$ cat config.mk
export PLATFORM = sky130hd
export DESIGN_NAME = byte_ram
export DESIGN_NICKNAME = d
export VERILOG_FILES = /design/src/hdl/gb_bus_pkg.sv /design/src/hdl/gb_mem_map_pkg.sv /design/src/hdl/byte_ram.sv
export SDC_FILE = /design/constraint.sdc
export NUM_CORES = 2
export LEC_CHECK = 0
export ABC_AREA = 0
export ABC_CLOCK_PERIOD_IN_PS = 5600
export BUFFER_PORTS_ARGS = -buffer_cell sky130_fd_sc_hd__buf_2
export CAP_MARGIN = 20
export CORE_ASPECT_RATIO = 1.25
export CORE_MARGIN = 5
export CORE_UTILIZATION = 25
export CTS_CLUSTER_SIZE = 8
export DETAILED_ROUTE_END_ITERATION = 12
export PLACE_DENSITY = 0.39
export SYNTH_ARGS = -nofsm -noshare
export SYNTH_HDL_FRONTEND = slang
export SYNTH_SLANG_ARGS = --single-unit
$ cat constraint.sdc
create_clock -name clk -period 5.6 [get_ports clk]
set_clock_uncertainty 0.15 [all_clocks]
set_input_delay 1.12 -clock clk [delete_from_list [all_inputs] [get_ports clk]]
set_output_delay 1.12 -clock clk [all_outputs]
set_load 0.01 [all_outputs]
$ cat src/hdl/gb_bus_pkg.sv
package gb_bus_pkg;

  // One byte access on a memory port, read data returns beside it
  typedef struct packed {
    logic [15:0] addr;
    logic [7:0]  wdata;
    logic        read_en;
    logic        write_en;
  } bus_req_t;

  // DMA side request, active marks ownership of the shared address
  typedef struct packed {
    logic        active;
    logic [15:0] addr;
    logic [7:0]  wdata;
    logic        read_en;
    logic        write_en;
  } dma_req_t;

  // Bytes moved by one OAM DMA transfer
  localparam int OAM_BYTES = 160;

  // Work RAM, echo folds onto it
  localparam int WRAM_DEPTH = 8192;

  // High RAM, FF80 to FFFE
  localparam int HRAM_DEPTH = 127;

endpackage

$ cat src/hdl/gb_mem_map_pkg.sv
package gb_mem_map_pkg;

  // Cartridge ROM, both banks
  localparam logic [15:0] ROM_START = 16'h0000;
  localparam logic [15:0] ROM_END   = 16'h7FFF;

  // External RAM on the cartridge
  localparam logic [15:0] CART_RAM_START = 16'hA000;
  localparam logic [15:0] CART_RAM_END   = 16'hBFFF;

  // Work RAM
  localparam logic [15:0] WRAM_START = 16'hC000;
  localparam logic [15:0] WRAM_END   = 16'hDFFF;

  // Echo of work RAM, same low 13 address bits
  localparam logic [15:0] ECHO_START = 16'hE000;
  localparam logic [15:0] ECHO_END   = 16'hFDFF;

  // Sprite attribute table, 40 sprites of 4 bytes
  localparam logic [15:0] OAM_START = 16'hFE00;
  localparam logic [15:0] OAM_END   = 16'hFE9F;

  // OAM DMA source page register
  localparam logic [15:0] DMA_REG_ADDR = 16'hFF46;

  // High RAM, FFFF itself is the interrupt enable register and not here
  localparam logic [15:0] HRAM_START = 16'hFF80;
  localparam logic [15:0] HRAM_END   = 16'hFFFE;

  // Open bus value for regions with nothing behind them
  localparam logic [7:0] UNMAPPED_DATA = 8'hFF;

endpackage
$ cat src/hdl/byte_ram.sv
`timescale 1ns/1ps

module byte_ram #(
  parameter int DEPTH = 256
) (
  input  logic                 clk,
  input  gb_bus_pkg::bus_req_t req,
  output logic [7:0]           rdata
);
  import gb_mem_map_pkg::*;

  localparam int IDX_W = $clog2(DEPTH);

  logic [7:0]       mem [DEPTH];
  logic [IDX_W-1:0] idx;

  // Mapper hands over a zero based offset for HRAM and OAM
  assign idx = IDX_W'(req.addr % DEPTH);

  assign rdata = req.read_en ? mem[idx] : UNMAPPED_DATA;

  always_ff @(posedge clk) begin
    if (req.write_en) begin
      mem[idx] <= req.wdata;
    end
  end

endmodule

==> key figures <==
Status
  – Outcome: finished, final reports clean

Detailed routing
  – Routed vias: about 39000
  – Residual DRC count: 0
  – Average detailed-routed wire length per instance: 29.4 um
  – Average vias per placed instance: 4.61
  – Sum of routed wire length over all layers: about 250000 um
  – Initial DRT Pass Iterations: 7
  – DRT antenna net count: 0
  – Detailed router's first-iteration violation count: 2947

STA
  – Fraction of the cycle the final worst path needs: 98.5%
  – RSZ-0062 raised after global routing: false
  – Rel. slew slack: 27.8%
  – Max Freq: 181 MHz
  – Number of hold violations in the final report: 0
  – Total of endpoints with negative setup slack in the final report: 0
  – Slew @ Worst Pin: around 1.1 ns
  – Post-layout min period: 5.52 ns
  – Worst-case hold slack: 0.576 ns
  – Final max-slew violation count: 0

Logic synthesis
  – Fraction of the yosys area taken by sequential cells: 77.4%
  – Prevailing post-synth register cell: edfxtp_1
  – Number of enable flip-flop cells after synthesis: 2048
  – Yosys warnings: 0
  – Avg Cell Area, Syn: 22.0 sq um
  – Net count of the mapped netlist: about 3600
  – Netlist Area Pre-Place: 79400 sq um
  – Proportion of register bits with asynchronous set or reset after synthesis: 0%
  – Flip-flop and latch count after synthesis: 2048
  – Count of unique library cells instantiated by Yosys: between 50 and 60
  – Gate count after technology mapping: 3613

Finish
  – Highest-count cells in the layout ignoring fill and taps: edfxtp_1 (2048), mux4_2 (523), buf_4 (409), clkbuf_16 (305), nor2_1 (268)
  – Largest Register: mem
  – Area added between synthesis and finish: 20.7%
  – Fraction of layout instances using a drive strength above 1: roughly a third
  – Most common library cell in the layout ignoring fill and taps: edfxtp_1
  – Largest registers ranked by flip-flop count: mem: 2048 flops
  – Post-route cell area: 95900 sq um
  – FILL cells: roughly 30000
  – Post-layout nets: 4213
  – Number of flip-flops in the largest register: just over 2000

Critical path
  – Data arrival time of the critical path: between 4 and 5 ns
  – Maximum fanout along the worst path: 18
  – Cell with the biggest individual delay on the critical path: mux4_2
  – Data required time of the critical path: 4.33 ns
  – Crit Path Class: primary input to primary output
  – Worst setup EP type: primary output
  – CP Launch Type: primary input
  – Ordered cell list for the critical path: buf_16 > buf_16 > buf_12 > buf_12 > mux4_2 > mux4_2 > mux2i_1 > o311a_1 > nand3_1 > buf_2
  – CP max stage delay: 0.57 ns
  – Critical Path Source: req[10]

Floorplanning
  – Core area: approximately 320000 sq um
  – Placement Rows: 231
  – Die ar.: 329000 sq um
  – Number of top-level pins: 35
  – Effective utilization at floorplan: 25.1%
  – Die X-Extent: 514 um
  – Die boundary height: 640 um

Placed design
  – Area of placed instances: 88000 sq um
  – Buffers added on ports: 26
  – Detailed-placement wirelength estimate: 160000 um
  – Routability cong.: 0.759

GRT
  – Initial antenna violation count: 8
  – Overall overflow remaining after global route: 0
  – Global-route usage over all layers: 14.8%
  – Via count of the first global-routing pass: 41500
  – Pin count of the biggest net entering global routing: 138
  – Global-route wire length before repair: 345000 um

CTS
  – CTS Hold Bufs: 0
  – Number of H-tree levels: 5
  – Clock-pin slew on the worst setup and hold paths: 0.05 ns
  – Total CTS buffers: 298
  – Clock root buffer: clkbuf_16
  – CTS tree: done
  – Buffers from clock root to sink, at most: 4
  – Number of clock sinks: 2048

Pwr
  – Leakage power figure: 0.0299 uW
  – Power density relative to cell area: 361 nW/um^2
  – Worst vdd ir: around 210 uV

Min path
  – Beginning of the worst hold path: req[8]
  – Path category of the worst min-delay check: primary input to flip-flop

Job
  – Number of violations of the max-capacitance limit: 0
final timing paths:
check,endpoint,slack (ns),cells past startpoint
worst max-delay path,rdata[1],0.08,10
worst min-delay path,mem[123][6],0.58,1
cell usage after synthesis, types with 22 or more instances:
| cell | number | area (sq um) |
|---|---|---|
| edfxtp_1 | 2048 | 61500 |
| buf_2 | 77 | 385 |
| o22ai_1 | 48 | 300 |
| nand2_1 | 70 | 263 |
| nor2b_1 | 31 | 194 |
| clkbuf_1 | 73 | 274 |
| mux4_2 | 523 | 11800 |
| nand3_1 | 31 | 155 |
| nor2_1 | 270 | 1010 |
| buf_4 | 43 | 323 |
| mux2i_1 | 82 | 821 |
| a22oi_1 | 39 | 293 |
| o21ai_0 | 22 | 110 |
| a21oi_1 | 24 | 120 |
per-stage QoR:
stage	instances	power (uW)	utilization, %	worst slack, ns	setup TNS [ns]
after global placement	8077	19100	27.8	-0.301	-1.18
after global routing	8403	35800	30.3	0.0132	0
after detailed placement	8080	19100	27.8	-0.350	-1.28
final	8407	34600	30.3	0.0821	0
after CTS	8402	35200	30.3	0.0234	0
after floorplan	3613	18000	-	1.04	0
logic make-up (layout without fill, tap and decap cells):
kind of cell	after synthesis	after routing	share of synthesized area (%)
compound gates	235	235	2.11
buf+inv	222	817	1.51
flops	2048	2048	77.4
mux	627	627	16.3
other cells	0	5	0
simple gates	481	481	2.67
power by group:
part	leakage, uW	switching (uW)	internal (uW)
logic	0.00761	1150	695
clock network	0.00384	6320	9530
registers	0.0184	6.59	16900
total	0.0299	7480	27200
critical path: cells and delay by family:
family	cells	cell delay (ns)
AOI/OAI and AO/OA	1	0.35
and+or+nand+nor	1	0.16
muxes	3	1.48
buffers and inverters	5	1.01
layout make-up:
| type | instances | area [sq um] | area share (%) |
|---|---|---|---|
| antenna | 5 | 12.5 | 0.0130 |
| multi-input combinational | 1343 | 16900 | 17.6 |
| inverter | 3 | 11.3 | 0.0117 |
| clock buffer | 305 | 7610 | 7.94 |
| sequential | 2048 | 61500 | 64.1 |
| timing repair buffer | 492 | 4460 | 4.65 |
| tap | 4194 | 5250 | 5.47 |
| clock inverter | 17 | 194 | 0.202 |
timing repair:
action | CTS | global route
gates cloned | 0 | 1
buffers inserted | 0 | 0
gates resized for setup | 13 | 5
setup endpoints to repair | 8 | 5
metal layers:
layer / track usage, % / up-vias / wire (um)
met5: 0 / - / 13
met4: 3.83 / 2 / 6370
met3: 2.28 / 298 / 10200
met2: 26.6 / 898 / 130000
met1: 18.6 / 21200 / 100000
li1: - / 16300 / -
No activity file was read; power rests on OpenSTA's default activity.
