## config.mk

```make
export PLATFORM = sky130hd
export DESIGN_NAME = mmu
export DESIGN_NICKNAME = d
export VERILOG_FILES = /design/src/hdl/gb_bus_pkg.sv /design/src/hdl/gb_mem_map_pkg.sv /design/src/hdl/mmu.sv
export SDC_FILE = /design/constraint.sdc
export NUM_CORES = 1
export LEC_CHECK = 0
export BUFFER_PORTS_ARGS = -buffer_cell sky130_fd_sc_hd__buf_2
export CAP_MARGIN = 40
export CORE_AREA = 2 2 82 84
export DETAILED_ROUTE_END_ITERATION = 8
export DIE_AREA = 0 0 84 86
export PLACE_DENSITY_LB_ADDON = 0.08
export SLEW_MARGIN = 0
export SYNTH_ARGS = -nofsm -noshare
export SYNTH_HDL_FRONTEND = slang
export SYNTH_SLANG_ARGS = --single-unit
```

## constraint.sdc

```tcl
create_clock -name vclk -period 3.1
set_input_delay 0.62 -clock vclk [all_inputs]
set_output_delay 0.62 -clock vclk [all_outputs]
set_load 0.01 [all_outputs]
```

## src/hdl/gb_bus_pkg.sv

```systemverilog
package gb_bus_pkg;

  // One byte access on a memory port, read data returns beside it
  typedef struct packed {
    logic [15:0] addr;
    logic [7:0]  wdata;
    logic        read_en;
    logic        write_en;
  } bus_req_t;

  // DMA side request, active marks ownership of the shared address
  typedef struct packed {
    logic        active;
    logic [15:0] addr;
    logic [7:0]  wdata;
    logic        read_en;
    logic        write_en;
  } dma_req_t;

  // Bytes moved by one OAM DMA transfer
  localparam int OAM_BYTES = 160;

  // Work RAM, echo folds onto it
  localparam int WRAM_DEPTH = 8192;

  // High RAM, FF80 to FFFE
  localparam int HRAM_DEPTH = 127;

endpackage

```

## src/hdl/gb_mem_map_pkg.sv

```systemverilog
package gb_mem_map_pkg;

  // Cartridge ROM, both banks
  localparam logic [15:0] ROM_START = 16'h0000;
  localparam logic [15:0] ROM_END   = 16'h7FFF;

  // External RAM on the cartridge
  localparam logic [15:0] CART_RAM_START = 16'hA000;
  localparam logic [15:0] CART_RAM_END   = 16'hBFFF;

  // Work RAM
  localparam logic [15:0] WRAM_START = 16'hC000;
  localparam logic [15:0] WRAM_END   = 16'hDFFF;

  // Echo of work RAM, same low 13 address bits
  localparam logic [15:0] ECHO_START = 16'hE000;
  localparam logic [15:0] ECHO_END   = 16'hFDFF;

  // Sprite attribute table, 40 sprites of 4 bytes
  localparam logic [15:0] OAM_START = 16'hFE00;
  localparam logic [15:0] OAM_END   = 16'hFE9F;

  // OAM DMA source page register
  localparam logic [15:0] DMA_REG_ADDR = 16'hFF46;

  // High RAM, FFFF itself is the interrupt enable register and not here
  localparam logic [15:0] HRAM_START = 16'hFF80;
  localparam logic [15:0] HRAM_END   = 16'hFFFE;

  // Open bus value for regions with nothing behind them
  localparam logic [7:0] UNMAPPED_DATA = 8'hFF;

endpackage
```

## src/hdl/mmu.sv

```systemverilog
`timescale 1ns/1ps

module mmu (
  input  gb_bus_pkg::bus_req_t cpu_req,
  output logic [7:0]           cpu_rdata,
  input  gb_bus_pkg::dma_req_t dma_req,
  output logic [7:0]           dma_rdata,
  output logic                 dma_start,
  input  logic [7:0]           dma_src,
  output gb_bus_pkg::bus_req_t wram_req,
  output gb_bus_pkg::bus_req_t hram_req,
  output gb_bus_pkg::bus_req_t oam_req,
  output gb_bus_pkg::bus_req_t cart_req,
  input  logic [7:0]           wram_rdata,
  input  logic [7:0]           hram_rdata,
  input  logic [7:0]           oam_rdata,
  input  logic [7:0]           cart_rdata
);
  import gb_mem_map_pkg::*;

  logic        dma_active;
  logic [15:0] eff_addr;

  logic cpu_rd;
  logic cpu_wr;
  logic dma_rd;
  logic dma_wr;

  logic cart_sel;
  logic wram_sel;
  logic oam_sel;
  logic hram_sel;
  logic dma_reg_sel;

  // DMA owns the shared address for the whole transfer
  assign dma_active = dma_req.active;
  assign eff_addr   = dma_active ? dma_req.addr : cpu_req.addr;

  // CPU strobes are blocked while DMA runs, except for HRAM and FF46
  assign cpu_rd = cpu_req.read_en && !dma_active;
  assign cpu_wr = cpu_req.write_en && !dma_active;
  assign dma_rd = dma_req.read_en && dma_active;
  assign dma_wr = dma_req.write_en && dma_active;

  // Regions reachable by DMA decode the effective address
  assign cart_sel = eff_addr inside {[ROM_START : ROM_END], [CART_RAM_START : CART_RAM_END]};
  assign wram_sel = eff_addr inside {[WRAM_START : WRAM_END], [ECHO_START : ECHO_END]};
  assign oam_sel  = eff_addr inside {[OAM_START : OAM_END]};

  // CPU only regions stay on the CPU address
  assign hram_sel    = cpu_req.addr inside {[HRAM_START : HRAM_END]};
  assign dma_reg_sel = (cpu_req.addr == DMA_REG_ADDR);

  // Echo needs no remap, the RAM keeps only the low 13 bits
  assign wram_req = '{
    addr:     eff_addr,
    wdata:    cpu_req.wdata,
    read_en:  (cpu_rd || dma_rd) && wram_sel,
    write_en: cpu_wr && wram_sel
  };

  // ROM writes go out too, a cartridge mapper may listen to them
  assign cart_req = '{
    addr:     eff_addr,
    wdata:    cpu_req.wdata,
    read_en:  (cpu_rd || dma_rd) && cart_sel,
    write_en: cpu_wr && cart_sel
  };

  // DMA is the only master that writes OAM while active
  assign oam_req = '{
    addr:     {8'h00, eff_addr[7:0]},
    wdata:    dma_active ? dma_req.wdata : cpu_req.wdata,
    read_en:  cpu_rd && oam_sel,
    write_en: (cpu_wr || dma_wr) && oam_sel
  };

  // Offset from FF80
  assign hram_req = '{
    addr:     cpu_req.addr - HRAM_START,
    wdata:    cpu_req.wdata,
    read_en:  cpu_req.read_en && hram_sel,
    write_en: cpu_req.write_en && hram_sel
  };

  assign dma_start = cpu_req.write_en && dma_reg_sel;

  always_comb begin
    cpu_rdata = UNMAPPED_DATA;
    dma_rdata = UNMAPPED_DATA;

    if (dma_active) begin
      if (dma_reg_sel) begin
        cpu_rdata = dma_src;
      end else if (hram_sel) begin
        cpu_rdata = hram_rdata;
      end

      // Source page fetch
      if (wram_sel) begin
        dma_rdata = wram_rdata;
      end else if (cart_sel) begin
        dma_rdata = cart_rdata;
      end
    end else begin
      if (oam_sel) begin
        cpu_rdata = oam_rdata;
      end else if (cart_sel) begin
        cpu_rdata = cart_rdata;
      end else if (wram_sel) begin
        cpu_rdata = wram_rdata;
      end else if (hram_sel) begin
        cpu_rdata = hram_rdata;
      end else if (dma_reg_sel) begin
        cpu_rdata = dma_src;
      end
    end
  end

endmodule

```

==> results.sh, run 1 <==
export IMPL_place_hpwl_um=5740
export IMPL_grt_ovfl_total=0
export IMPL_final_hold_viol_count=0
export IMPL_ys_seq_area_frac=0
export IMPL_dp_cells=461
export IMPL_yosysUniqueCellTypes=45
export IMPL_io_pins=214
export IMPL_worstHoldPathCells=2
export IMPL_slew_violations=0
export IMPL_rsz0062_at_grt="false"
export IMPL_dieArea_um2=7220
export IMPL_pwr_share_comb=1.000
export IMPL_n_antenna_cell=0
export IMPL_gp_congestion=0.821
export IMPL_setup_viol=0
export IMPL_max_stage_delay_ns=0.36
export IMPL_p_leak_nw=1.22
export IMPL_slowest_stage="o21a_1"
export IMPL_cap_violations=0
export IMPL_cp_cell_sequence="buf_2 -> and4_1 -> a21oi_2 -> o21a_1 -> a221oi_1 -> o32ai_1 -> buf_2"
export IMPL_drc=0
export IMPL_grt_usage=0.171
export IMPL_io_buffers=206
export IMPL_synth_top_cell_by_area="buf_4"
export IMPL_num_clock_buffers=0
export IMPL_cp_start_kind="primary input"
export IMPL_initial_core_util=0.261
export IMPL_crit_top_cell="buf_2"
export IMPL_avgSynthCellArea_um2=6.98
export IMPL_grt_pass1_vias=2076
export IMPL_fin_crit_ns=2.89
export IMPL_internal_power_mw=0.170
export IMPL_max_freq_mhz=347
export IMPL_fin_setup_tns_ns=0
export IMPL_sw_frac_of_total=0.544
export IMPL_vias_per_cell=4.89
export IMPL_area_delta_synth_final_pct=42.8
export IMPL_ant_nets=0
export IMPL_drt_iter0_drc=139
export IMPL_coreArea_um2=6280
export IMPL_antenna_found_initial=0
export IMPL_power_clock_fraction=0
export IMPL_vdd_drop_max_v=0.0000849
export IMPL_syn_instance_count=235
export IMPL_drive_above_1_share=0.635
export IMPL_hold_ws_ns=1.46
export IMPL_crit_path_max_fanout=8
export IMPL_wl_per_cell_um=14.7
export IMPL_rows=29
export IMPL_regArea_um2=0
export IMPL_post_route_period_util=0.931
export IMPL_wl_um=6760
export IMPL_die_h_um=86
export IMPL_grt_pass1_wl_um=10300
export IMPL_arrival_ns=2.27
export IMPL_netlist_area_leader_share=0.288
export IMPL_hp_class="primary input to primary output"
export IMPL_endpoint_kind="primary output"
export IMPL_power_density_nw_per_um2=159
export IMPL_seqPwrFrac=0
export IMPL_syn_cell_area_um2=1640
export IMPL_drtPass1Iterations=4
export IMPL_postCtsSetupRepairBufs=0
export IMPL_vias=2255
export IMPL_power_switching_mw=0.203
export IMPL_synth_area_leaders="buf_4, mux2_2, nor2_1"
export IMPL_cp_required_ns=2.48
export IMPL_n_sequential_cell=0
export IMPL_stdcell_count=461
export IMPL_status="finished, final reports clean"
export IMPL_worstSetupPathType="primary input to primary output"
export IMPL_grt_max_degree=25
export IMPL_die_w_um=84
export IMPL_finalNetCount=480
export IMPL_yosys_warnings=0
## metrics by stage
step                power (mW)  area, µm²  worst slack, ns   util
finish                   0.373       2340            0.215  0.373
global route             0.408       2340           0.0639  0.373
CTS                      0.376       2340            0.195  0.373
detailed placement       0.375       2340            0.198  0.373
global placement         0.376       2340            0.235  0.373
floorplan                0.248       1670            0.562      -
## cell type report
type / instances / area (µm²)
Multi-Input combinational cell: 168 / 1150
Tap cell: 77 / 96.3
Inverter: 3 / 11.3
Fill cell: 691 / 3940
Timing Repair Buffer: 213 / 1080
## layout by cell type (no fill, tap or decap), types with 8 or more instances in the layout
cell,n
conb_1,8
nor2_1,26
o32ai_1,8
a221oi_1,8
buf_2,206
mux2_2,20
o22ai_1,11
nand2_1,19
## worst max-delay path: cells and delay by family
| kind | cells | cell delay [ns] |
|---|---|---|
| AOI/OAI and AO/OA | 4 | 1.05 |
| buffers and inverters | 2 | 0.32 |
| and+or+nand+nor | 1 | 0.27 |
## worst paths after layout
path              slack (ns)   startpoint           end
setup / recovery        0.21  cpu_req[19]  cpu_rdata[2]
hold / removal          1.46   cpu_req[8]   cart_req[8]
## synthesized netlist by cell type (2+ instances only)
| cell | count |
|---|---|
| nand2b_1 | 3 |
| o32ai_1 | 8 |
| nand2_1 | 19 |
| nor2b_1 | 2 |
| nand3_1 | 5 |
| or2_2 | 3 |
| o22ai_1 | 11 |
| nor2_1 | 27 |
| buf_4 | 63 |
| and2_1 | 2 |
| buf_2 | 4 |
| xnor2_1 | 5 |
| nand4_1 | 7 |
| o221ai_1 | 7 |
| clkbuf_1 | 4 |
| a221oi_1 | 8 |
| or3_1 | 3 |
| a21oi_1 | 2 |
| xor2_1 | 2 |
| nor3b_1 | 2 |
| o21ai_0 | 2 |
| inv_1 | 2 |
| nor4_1 | 3 |
| mux2_2 | 20 |
## logic make-up (layout without fill, tap and decap cells)
kind of cell | Yosys count | in the layout | synth area share
compound gates | 47 | 47 | 0.234
xor+xnor | 7 | 7 | 0.0374
fa+ha+maj | 1 | 1 | 0.00763
buf+inv | 74 | 216 | 0.317
mux | 21 | 21 | 0.143
other cells | 1 | 8 | 0.00229
simple gates | 84 | 84 | 0.259
## repair_timing
item                                    CTS  global route
gates resized for setup                   0             2
endpoints found under the setup margin    0             8
hold buffers                              0             0
## power groups by stage
stage / combinational, mW / sequential, mW / clock, mW
2_1_floorplan: 0.248 / 0 / 0
3_3_place_gp: 0.376 / 0 / 0
3_5_place_dp: 0.375 / 0 / 0
4_1_cts: 0.376 / 0 / 0
5_1_grt: 0.408 / 0 / 0
6_report: 0.373 / 0 / 0
## layer usage
metal  part of all wire  global-route usage  wire, µm  up-vias
li1                   -                   -         -     1104
met1               0.38               0.206      2600     1024
met2               0.53               0.340      3600      127
met3              0.082              0.0173       557        0
met4                  0             0.00733         0        0
met5                  0                   0         0        -
Power figures use the tool's default switching activity.
==> inputs of run 2 (changes only) <==
--- a/config.mk
+++ b/config.mk
@@ -7,9 +7,9 @@
 export LEC_CHECK = 0
 export BUFFER_PORTS_ARGS = -buffer_cell sky130_fd_sc_hd__buf_2
 export CAP_MARGIN = 40
-export CORE_AREA = 2 2 82 84
+export CORE_AREA = 2 2 83 85
 export DETAILED_ROUTE_END_ITERATION = 8
-export DIE_AREA = 0 0 84 86
+export DIE_AREA = 0 0 85 87
 export PLACE_DENSITY_LB_ADDON = 0.08
 export SLEW_MARGIN = 0
 export SYNTH_ARGS = -nofsm -noshare
==> constraint.sdc (replaced) <==
create_clock -name vclk -period 2.75
set_input_delay 0.55 -clock vclk [all_inputs]
set_output_delay 0.55 -clock vclk [all_outputs]
set_load 0.01 [all_outputs]
==> run 2 against run 1 <==
  * Utilization decreased by 0.056 points
  * First-iteration DRC count decreased by 12%
  * Non-clock buffer count increased by 12
  * Combinational power increased by 17%
  * Sequential cell count unchanged
  * Sequential share of layout area unchanged
  * Global-route usage decreased by 0.55 points
  * Highest routed layer is now met4
==> results.sh, run 2 (synthesis gave the netlist of run 1 again) <==
export IMPL_status="finished, final reports clean"
export IMPL_grt_ovfl_total=0
export IMPL_cap_violations=0
export IMPL_post_route_period_util=0.968
export IMPL_endpoint_kind="primary output"
export IMPL_slew_violations=0
export IMPL_dpl_worst_slack_ns=-0.0299
export IMPL_setup_viol=0
export IMPL_place_hpwl_um=5810
export IMPL_n_sequential_cell=0
export IMPL_crit_path_max_fanout=15
export IMPL_gp_congestion=0.801
export IMPL_die_w_um=85
export IMPL_worstSetupPathType="primary input to primary output"
export IMPL_grt_pass1_wl_um=10200
export IMPL_cp_start_kind="primary input"
export IMPL_cp_cell_sequence="buf_2 -> nand2_1 -> or2_2 -> o21a_1 -> buf_4 -> a221oi_1 -> o32ai_1 -> buf_2"
export IMPL_grt_max_degree=19
export IMPL_drc=0
export IMPL_area_delta_synth_final_pct=49.2
export IMPL_finalNetCount=492
export IMPL_power_density_nw_per_um2=178
export IMPL_grt_usage=0.165
export IMPL_hp_class="primary input to primary output"
export IMPL_hold_buffers=0
export IMPL_most_common_layout_cells="buf_2, nor2_1, mux2_2, nand2_1, buf_4"
export IMPL_hold_ws_ns=1.32
export IMPL_drt_iter0_drc=122
export IMPL_vias_per_cell=4.86
export IMPL_drive_above_1_share=0.649
export IMPL_fillers=751
export IMPL_wl_per_cell_um=14.6
export IMPL_final_hold_viol_count=0
export IMPL_p_leak_nw=1.29
export IMPL_io_buffers=206
export IMPL_arrival_ns=2.11
export IMPL_rows=30
export IMPL_coreArea_um2=6570
export IMPL_dieArea_um2=7400
export IMPL_ant_nets=0
export IMPL_n_antenna_cell=0
export IMPL_grt_pass1_vias=2099
export IMPL_rsz0062_at_grt="false"
export IMPL_fin_ws_ns=0.0883
export IMPL_final_common_cell="buf_2"
export IMPL_p_total_mw=0.435
export IMPL_io_pins=214
export IMPL_max_freq_mhz=376
export IMPL_num_clock_buffers=0
export IMPL_wl_um=6940
export IMPL_antenna_found_initial=0
export IMPL_fin_crit_ns=2.66
export IMPL_regArea_um2=0
export IMPL_die_h_um=87
export IMPL_initial_core_util=0.250
export IMPL_crit_top_cell="buf_2"
export IMPL_drtPass1Iterations=5
export IMPL_vias=2315
export IMPL_cp_required_ns=2.20
export IMPL_slowest_stage="or2_2"
export IMPL_vdd_drop_max_v=0.0000819
export IMPL_max_stage_delay_ns=0.33
[run 2: through the flow]
stage	utilization	area, µm²	setup TNS (ns)	std cells
2_1_floorplan	-	1670	0	242
3_3_place_gp	0.369	2420	0	475
3_5_place_dp	0.369	2420	-0.0776	475
4_1_cts	0.370	2430	0	475
5_1_grt	0.373	2450	0	476
6_report	0.373	2450	0	476
[run 2: what timing repair did]
action / in CTS / in global routing
gates cloned: 0 / 0
buffers inserted: 0 / 1
setup endpoints to repair: 5 / 3
pin swaps: 0 / 3
gates resized for setup: 1 / 2
[run 2: where the power goes]
group | total, mW | leakage (nW) | internal [mW] | switching [mW]
clock | 0 | 0 | 0 | 0
sequential | 0 | 0 | 0 | 0
combinational | 0.435 | 1.29 | 0.203 | 0.232
[run 2: metal layers]
layer,part of all wire,vias up,routed length (µm),GRT usage
met5,0,-,0,0
li1,-,1128,-,-
met1,0.40,1040,2770,0.198
met4,0.0035,0,24,0.0188
met3,0.088,2,610,0.0209
met2,0.51,145,3530,0.321
[run 2: worst max-delay path, delay by kind of cell]
| family | cells | cell delay, ns |
|---|---|---|
| AOI/OAI and AO/OA | 3 | 0.54 |
| buffers and inverters | 3 | 0.54 |
| and+or+nand+nor | 2 | 0.47 |
[run 2: final cells by class]
type / count / area, µm² / share of cell area
Multi-Input combinational cell: 168 / 1160 / 0.475
Inverter: 3 / 11.3 / 0.00460
Tap cell: 80 / 100 / 0.0409
Timing Repair Buffer: 225 / 1170 / 0.480
[run 2: path summary, 6_finish.rpt]
kind                     from      endpoint  slack [ns]  cells after the start
setup / recovery  dma_req[26]  cpu_rdata[3]        0.09                      8
hold / removal     cpu_req[9]   hram_req[9]        1.32                      2
