**src/hdl/gb_bus_pkg.sv**
```systemverilog
package gb_bus_pkg;

  // One byte access on a memory port, read data returns beside it
  typedef struct packed {
    logic [15:0] addr;
    logic [7:0]  wdata;
    logic        read_en;
    logic        write_en;
  } bus_req_t;

  // DMA side request, active marks ownership of the shared address
  typedef struct packed {
    logic        active;
    logic [15:0] addr;
    logic [7:0]  wdata;
    logic        read_en;
    logic        write_en;
  } dma_req_t;

  // Bytes moved by one OAM DMA transfer
  localparam int OAM_BYTES = 160;

  // Work RAM, echo folds onto it
  localparam int WRAM_DEPTH = 8192;

  // High RAM, FF80 to FFFE
  localparam int HRAM_DEPTH = 127;

endpackage

```
**src/hdl/gb_mem_map_pkg.sv**
```systemverilog
package gb_mem_map_pkg;

  // Cartridge ROM, both banks
  localparam logic [15:0] ROM_START = 16'h0000;
  localparam logic [15:0] ROM_END   = 16'h7FFF;

  // External RAM on the cartridge
  localparam logic [15:0] CART_RAM_START = 16'hA000;
  localparam logic [15:0] CART_RAM_END   = 16'hBFFF;

  // Work RAM
  localparam logic [15:0] WRAM_START = 16'hC000;
  localparam logic [15:0] WRAM_END   = 16'hDFFF;

  // Echo of work RAM, same low 13 address bits
  localparam logic [15:0] ECHO_START = 16'hE000;
  localparam logic [15:0] ECHO_END   = 16'hFDFF;

  // Sprite attribute table, 40 sprites of 4 bytes
  localparam logic [15:0] OAM_START = 16'hFE00;
  localparam logic [15:0] OAM_END   = 16'hFE9F;

  // OAM DMA source page register
  localparam logic [15:0] DMA_REG_ADDR = 16'hFF46;

  // High RAM, FFFF itself is the interrupt enable register and not here
  localparam logic [15:0] HRAM_START = 16'hFF80;
  localparam logic [15:0] HRAM_END   = 16'hFFFE;

  // Open bus value for regions with nothing behind them
  localparam logic [7:0] UNMAPPED_DATA = 8'hFF;

endpackage
```
**src/hdl/oam_dma.sv**
```systemverilog
`timescale 1ns/1ps

module oam_dma (
  input  logic                 clk,
  input  logic                 rst_n,
  input  logic                 start,
  input  logic [7:0]           start_data,
  input  logic [7:0]           rdata,
  output gb_bus_pkg::dma_req_t req,
  output logic [7:0]           src
);
  import gb_bus_pkg::*;
  import gb_mem_map_pkg::*;

  logic        active;
  // Low for the fetch from the source page, high for the store into OAM
  logic        phase;
  logic [7:0]  idx;
  logic [7:0]  data_q;
  logic [15:0] src_addr;
  logic [15:0] dst_addr;
  logic        last_byte;

  assign src_addr  = {src, idx};
  assign dst_addr  = OAM_START + {8'h00, idx};
  assign last_byte = (idx == 8'(OAM_BYTES - 1));

  always_ff @(posedge clk or negedge rst_n) begin
    if (!rst_n) begin
      active <= 1'b0;
      phase  <= 1'b0;
      idx    <= 8'h00;
      src    <= 8'h00;
    end else if (!active) begin
      // A start while busy is dropped by this branch
      if (start) begin
        active <= 1'b1;
        src    <= start_data;
        idx    <= 8'h00;
        phase  <= 1'b0;
      end
    end else if (!phase) begin
      phase <= 1'b1;
    end else begin
      phase <= 1'b0;
      if (last_byte) begin
        active <= 1'b0;
      end else begin
        idx <= idx + 8'd1;
      end
    end
  end

  // Byte seen in the fetch cycle goes out in the store cycle
  always_ff @(posedge clk) begin
    if (active && !phase) begin
      data_q <= rdata;
    end
  end

  assign req = '{
    active:   active,
    addr:     phase ? dst_addr : src_addr,
    wdata:    data_q,
    read_en:  active && !phase,
    write_en: active && phase
  };

endmodule

```
**config.mk**
```make
export PLATFORM = sky130hd
export DESIGN_NAME = oam_dma
export DESIGN_NICKNAME = d
export VERILOG_FILES = /design/src/hdl/gb_bus_pkg.sv /design/src/hdl/gb_mem_map_pkg.sv /design/src/hdl/oam_dma.sv
export SDC_FILE = /design/constraint.sdc
export NUM_CORES = 1
export LEC_CHECK = 0
export BUFFER_PORTS_ARGS = -buffer_cell sky130_fd_sc_hd__buf_2
export CORE_MARGIN = 1
export CORE_UTILIZATION = 45
export DETAILED_ROUTE_END_ITERATION = 10
export HOLD_SLACK_MARGIN = 0.08
export PLACE_DENSITY = 0.83
export SLEW_MARGIN = 20
export SYNTH_ARGS = -nofsm -noshare
export SYNTH_HDL_FRONTEND = slang
export SYNTH_SLANG_ARGS = --single-unit
```
**constraint.sdc**
```tcl
create_clock -name clk -period 2.2 [get_ports clk]
set_input_delay 0.44 -clock clk [delete_from_list [all_inputs] [get_ports clk]]
set_output_delay 0.44 -clock clk [all_outputs]
set_load 0.01 [all_outputs]
```
==> qor.csv, run 1 <==
stage;metric;value;unit
status;outcome;finished clean;
synth;synth_area_per_cell;10.6;um2
power_and_ir_drop;power_frac_comb;0.411;
power_and_ir_drop;seq_power_share;0.435;
clock_tree;cts-root-buf;clkbuf_4;
final_layout;area_growth;30.5;%
sta;whs;0.288;ns
sta;clock_skew;0.00246;ns
die;dieWidth;52.2;um
sta;tns;0;ns
clock_tree;cts_inserted_buffers;3;
route;ant_nets;0;
power_and_ir_drop;power-per-cell-area;1420;nW/um2
synth;synth_area_leader_cell;dfrtp_1;
global_route;gr-total-overflow;0;
setup_path;path_class;reg -> out;
synth;ys_warn_count;0;
clock_tree;clkTransAtPathRegs;0.14;ns
setup_path;crit_slowest_cell;dfrtp_1;
synth;netlist_instances;107;
die;num_rows;17;
setup_path;cp-start-kind;register;
sta;slew_violations;0;
setup_path;slowest_delay;0.62;ns
synth;ys_ff_latch;26;
clock_tree;htree_levels;1;
route;viasPerCell;5.22;
synth;mappedNetlistNets;127;
power_and_ir_drop;power_frac_clock;0.153;
clock_tree;clock_latency;0.32;ns
placement;numPortBuffers;53;
die;io_pins;54;
setup_path;critPathBufInv;1;
synth;yosys.cell_types.count;30;
setup_path;cp_cell_sequence;and2_1 > buf_2;
sta;clock.fmax;0.534;GHz
clock_tree;cts-resized-gates;0;
route;wire_per_inst;13.4;um
synth;synthXorXnorAreaFrac;0.00773;
synth;synth_area_leaders;dfrtp_1 (40%), edfxtp_1 (21%), nand2_1 (9.6%);
sta;hold_viol_final;0;
power_and_ir_drop;netSwitchingPower;0.806;mW
setup_path;cp.required;1.76;ns
final_layout;utilization;0.643;
setup_path;arrival;1.43;ns
final_layout;drive_gt1_frac;0.435;
global_route;gr-usage-all-layers;0.197;
power_and_ir_drop;p_int;1.30;mW
clock_tree;tritoncts;done;
route;finalWirelength;2520;um
setup_path;crit_fanout;13;
final_layout;nNetsFinal;182;
placement;post-place-ws;0.675;ns
synth;synth_mux_area_frac;0;
die;die_h;52.2;um
route;drt_iter0_drc;13;
synth;seq_area_frac_synth;0.610;
power_and_ir_drop;leakage;0.739;nW
clock_tree;post_cts_buffers;0;
synth;synth_top_family_by_area;simple AND/OR/NAND/NOR gates;
global_route;grt_pass1_vias;865;
synth;synth_compound_area_frac;0.0917;
setup_path;crit_path_end_kind;output pin;
sta;worstMarginPinSlew;0.608;ns
die;design.core.area;2300;um2
placement;dp_hpwl;1840;um
synth;synth-simple-area-share;0.248;
route;drcViolationCount;0;
setup_path;crit_family;flip-flops;
sta;slew-limit-headroom;0.594;
route;num_vias;987;
global_route;grt_max_degree;19;
worst_hold_path;min_path_type;in -> reg;
global_route;grt_pass1_wl;3880;um
synth;synthAdderAreaFrac;0.0110;
power_and_ir_drop;sw_frac_of_total;0.383;
global_route;antenna_found_initial;0;
sta;fin_crit;1.87;ns
flow_run;cap_violations;0;
die;floorplan.initialDensity;0.493;
clock_tree;clock_sinks;26;
power_and_ir_drop;peakVddDrop;0.000895;V
placement;gp_congestion;0.764;
sta;period_share;0.851;
clock_tree;clockBufferDepth;2;
synth;synth_top_cell_area_share;0.398;
sta;setup_violations;0;
die;die_area;2720;um2
final_layout;antenna-diode-count;0;
sta;finalWorstSetupSlack;0.329;ns
sta;rsz0062_at_grt;false;
route;drt-pass1-iter-count;4;
synth;netlist_area;1130;um2
kinds of logic (layout without fill, tap and decap cells):
kind of cell	Yosys count	in the layout
AO/OA/AOI/OAI	14	14
XOR/XNOR	1	1
adder cells (fa/ha/maj)	1	1
buffers and inverters	8	62
flip-flops	26	26
AND/OR/NAND/NOR	57	57
per-layer routing:
metal	track usage	vias up	wire (um)
met4	0.0570	0	28
li1	-	475	-
met5	0	-	0
met1	0.249	466	1130
met3	0.0439	4	151
met2	0.338	42	1220
stage by stage:
stage,power [mW],instances,cell area (um2)
global placement,1.75,184,1420
floorplan,1.40,107,1130
CTS,2.12,189,1480
global route,2.26,189,1480
detailed placement,1.79,184,1420
finish,2.11,189,1480
path summary, 6_finish.rpt:
check / start / end / depth (start not counted) / slack [ns]
min in group asynchronous: rst_n / idx[7]$_DFFE_PN0P_ / 2 / 0.56
worst min-delay path: rdata[4] / data_q[4]$_DFFE_PP_ / 1 / 0.29
worst max register to register: idx[0]$_DFFE_PN0P_ / idx[4]$_DFFE_PN0P_ / 5 / 0.60
worst min register to register: src[2]$_DFFE_PN0P_ / src[2]$_DFFE_PN0P_ / 2 / 0.51
worst max-delay path: phase$_DFFE_PN0P_ / req[0] / 2 / 0.33
max in group asynchronous: rst_n / idx[4]$_DFFE_PN0P_ / 2 / 1.36
cells in the mapped netlist:
library cell	n
buf_4	1
o211ai_2	1
or2_2	7
xor2_1	1
or3_1	1
inv_1	3
o22ai_1	1
nand3_1	9
and2_1	1
a21o_1	1
nor2b_1	2
buf_2	2
and3_1	1
nand4_2	1
o31ai_1	2
or4_1	1
and4_1	1
nand2_1	29
o21ai_0	3
dfrtp_1	18
a21oi_1	1
o21ai_2	1
edfxtp_1	8
or3b_4	1
clkbuf_1	1
o211ai_1	3
nor2_1	3
o221a_2	1
ha_1	1
buf_1	1
power groups by stage:
| stage | registers [mW] | logic [mW] | clock network, mW |
|---|---|---|---|
| floorplan | 0.961 | 0.440 | 0 |
| global placement | 0.902 | 0.853 | 0 |
| detailed placement | 0.917 | 0.871 | 0 |
| CTS | 0.914 | 0.878 | 0.330 |
| global route | 0.947 | 0.961 | 0.348 |
| finish | 0.917 | 0.866 | 0.323 |
repair_timing:
action / CTS / global route
hold buffers: 1 / 0
hold endpoints to repair: 18 / 0
setup endpoints to repair: 0 / 0
state kept, by name, summed over array words and instances, names as in the netlist:
signal / cells
idx: 8
src: 8
data_q: 8
phase: 1
active: 1
layout make-up:
cell class	count	area (um2)
fill	191	820
sequential	26	691
multi-input combinational	73	405
timing repair buffer	55	283
tap	28	35.0
clock inverter	1	30.0
clock buffer	3	22.5
inverter	3	11.3
layout by cell type, fill, tap and decap left out:
cell type,netlist,routed
a21o_1,1,1
a21oi_1,1,1
and2_1,1,1
and3_1,1,1
and4_1,1,1
buf_2,2,53
buf_4,1,1
bufinv_16,0,1
clkbuf_4,0,3
dfrtp_1,18,18
dlygate4sd3_1,0,1
edfxtp_1,8,8
ha_1,1,1
inv_1,3,3
nand2_1,29,29
nand3_1,9,9
nand4_2,1,1
nor2_1,3,3
nor2b_1,2,2
o211ai_1,3,3
o211ai_2,1,1
o21ai_0,3,3
o21ai_2,1,1
o221a_2,1,1
o22ai_1,1,1
o31ai_1,2,2
or2_2,7,7
or3_1,1,1
or3b_4,1,1
or4_1,1,1
xor2_1,1,1
No activity file was read; power rests on OpenSTA's default activity.
==> run 2: changes to the inputs <==
--- a/config.mk
+++ b/config.mk
@@ -11,6 +11,7 @@
 export DETAILED_ROUTE_END_ITERATION = 10
 export HOLD_SLACK_MARGIN = 0.08
 export PLACE_DENSITY = 0.83
+export REMOVE_ABC_BUFFERS = 1
 export SLEW_MARGIN = 20
 export SYNTH_ARGS = -nofsm -noshare
 export SYNTH_HDL_FRONTEND = slang
==> run 2 against run 1 <==
First-iteration DRC count rose by 120%. Setup slack improved by 0.020 ns. Hold slack got worse by 0.010 ns. Register-to-register slack gained 0.04 ns. Combinational power shrank 0.6%. Via count fell by 1.7%. Core utilization did not move.
==> qor.csv, run 2 (synthesis results as in run 1) <==
stage;metric;value;unit;change
status;outcome;finished clean;;
die;io_pins;54;;unchanged
sta;fin_crit;1.85;ns;-0.0199 ns
global_route;antenna_found_initial;0;;unchanged
final_layout;final_cells;189;;unchanged
sta;whs;0.278;ns;-0.0101 ns
clock_tree;clkTransAtPathRegs;0.14;ns;about the same
final_layout;final_cell_area;1480;um2;unchanged
setup_path;arrival;1.41;ns;-0.02 ns
sta;period_share;0.842;;-0.00906
route;drcViolationCount;0;;unchanged
sta;finalWorstSetupSlack;0.349;ns;+0.0199 ns
clock_tree;htree_levels;1;;unchanged
final_layout;final_common_cell;buf_2;;
final_layout;nNetsFinal;182;;unchanged
power_and_ir_drop;total_power;2.10;mW;-0.43%
sta;clock.fmax;0.540;GHz;+1.1%
global_route;grt_pass1_vias;923;;+6.7%
setup_path;crit_slowest_cell;dfrtp_1;;
final_layout;antenna-diode-count;0;;unchanged
clock_tree;clock_latency;0.32;ns;about the same
die;dieWidth;52.2;um;unchanged
route;ant_nets;0;;unchanged
power_and_ir_drop;sw_frac_of_total;0.380;;-0.00284
setup_path;slowest_delay;0.60;ns;-0.02 ns
global_route;grt_pass1_wl;4010;um;+3.2%
setup_path;path_class;reg -> out;;
sta;worstMarginPinSlew;0.577;ns;-0.0315 ns
sta;slew_violations;0;;unchanged
power_and_ir_drop;leakage;0.739;nW;unchanged
placement;gp_congestion;0.745;;-2.6%
power_and_ir_drop;peakVddDrop;0.000753;V;-16%
setup_path;cp.required;1.76;ns;about the same
die;die_h;52.2;um;unchanged
clock_tree;clockBufferDepth;2;;unchanged
power_and_ir_drop;seq_power_share;0.432;;-0.003
clock_tree;cts-root-buf;clkbuf_4;;
sta;slew-limit-headroom;0.615;;+0.0211
setup_path;r2r_cells;5;;unchanged
global_route;gr-total-overflow;0;;unchanged
global_route;grt_max_degree;19;;unchanged
flow_run;cap_violations;0;;unchanged
global_route;gr-usage-all-layers;0.203;;+0.00612
final_layout;drive_gt1_frac;0.435;;unchanged
die;num_rows;17;;unchanged
setup_path;crit_path_end_kind;output pin;;
route;drt-pass1-iter-count;4;;unchanged
route;viasPerCell;5.13;;-1.7%
worst_hold_path;holdPathStages;1;;unchanged
sta;tns;0;ns;unchanged
sta;hold_viol_final;0;;unchanged
placement;dp_hpwl;1750;um;-5.2%
power_and_ir_drop;p_int;1.30;mW;about the same
placement;numPortBuffers;53;;unchanged
route;drt_iter0_drc;29;;+16
setup_path;crit_fanout;13;;unchanged
die;floorplan.initialDensity;0.493;;unchanged
final_layout;top_regs;data_q (8), idx (8), src (8);;
worst_hold_path;min_path_type;in -> reg;;
power_and_ir_drop;netSwitchingPower;0.797;mW;-1.2%
route;num_vias;970;;-1.7%
clock_tree;tritoncts;done;;
setup_path;cp-start-kind;register;;
placement;placed_cells;184;;unchanged
sta;clock_skew;0.00329;ns;+0.000834 ns
sta;setup_violations;0;;unchanged
clock_tree;cts_inserted_buffers;3;;unchanged
clock_tree;clock_sinks;26;;unchanged
setup_path;cp_cell_sequence;and2_1 > buf_2;;
placement;post_dp_cell_area;1420;um2;unchanged
die;die_area;2720;um2;unchanged
placement;post-place-ws;0.666;ns;-0.00905 ns
final_layout;final_cell_mix;buf_2 (53), nand2_1 (29), dfrtp_1 (18);;
power_and_ir_drop;power_frac_comb;0.411;;about the same
power_and_ir_drop;power_frac_clock;0.157;;+0.004
setup_path;reg2reg_setup_slack;0.64;ns;+0.04 ns
final_layout;area_growth;30.5;%;unchanged
final_layout;utilization;0.643;;unchanged
sta;rsz0062_at_grt;false;;
route;finalWirelength;2380;um;-5.9%
die;design.core.area;2300;um2;unchanged
route;wire_per_inst;12.6;um;-5.9%
power_and_ir_drop;power-per-cell-area;1420;nW/um2;-0.43%
## run 2: cell counts in the layout (fill, tap and decap cells not counted)
Identical to the previous run, type by type.
## run 2: layout make-up
class	instances	area, um2
Fill cell	190	820
Tap cell	28	35.0
Clock buffer	3	22.5
Sequential cell	26	691
Timing Repair Buffer	55	283
Clock inverter	1	30.0
Inverter	3	11.3
Multi-Input combinational cell	73	405
## run 2: critical path, delay by kind of cell, from the launching register on
| kind | cells | cell delay (ns) |
|---|---|---|
| buffers and inverters | 1 | 0.17 |
| flip-flops | 1 | 0.60 |
| AND/OR/NAND/NOR | 1 | 0.31 |
## run 2: timing repair
item,4_1_cts,5_1_grt
endpoints found under the hold margin,18,0
buffers inserted,0,0
hold buffers,1,0
resized for setup,0,0
## run 2: worst paths after layout
check | end | startpoint
worst max-delay path | req[0] | phase$_DFFE_PN0P_
worst min-delay path | data_q[7]$_DFFE_PP_ | rdata[7]
worst max register to register | idx[4]$_DFFE_PN0P_ | idx[0]$_DFFE_PN0P_
worst min register to register | src[5]$_DFFE_PN0P_ | src[5]$_DFFE_PN0P_
max in group asynchronous | active$_DFF_PN0_ | rst_n
min in group asynchronous | src[4]$_DFFE_PN0P_ | rst_n
## run 2: power groups by stage
stage	clock network, mW	registers, mW	logic (mW)
floorplan	0	0.973	0.413
global placement	0	0.900	0.848
detailed placement	0	0.911	0.874
CTS	0.334	0.906	0.876
global route	0.353	0.943	0.963
finish	0.329	0.906	0.861
## run 2: layer usage
layer,global-route usage,vias up,part of all wire
met3,0.0351,5,0.073
met2,0.357,52,0.47
li1,-,474,-
met1,0.252,439,0.45
met4,0.0658,0,0.015
met5,0,-,0
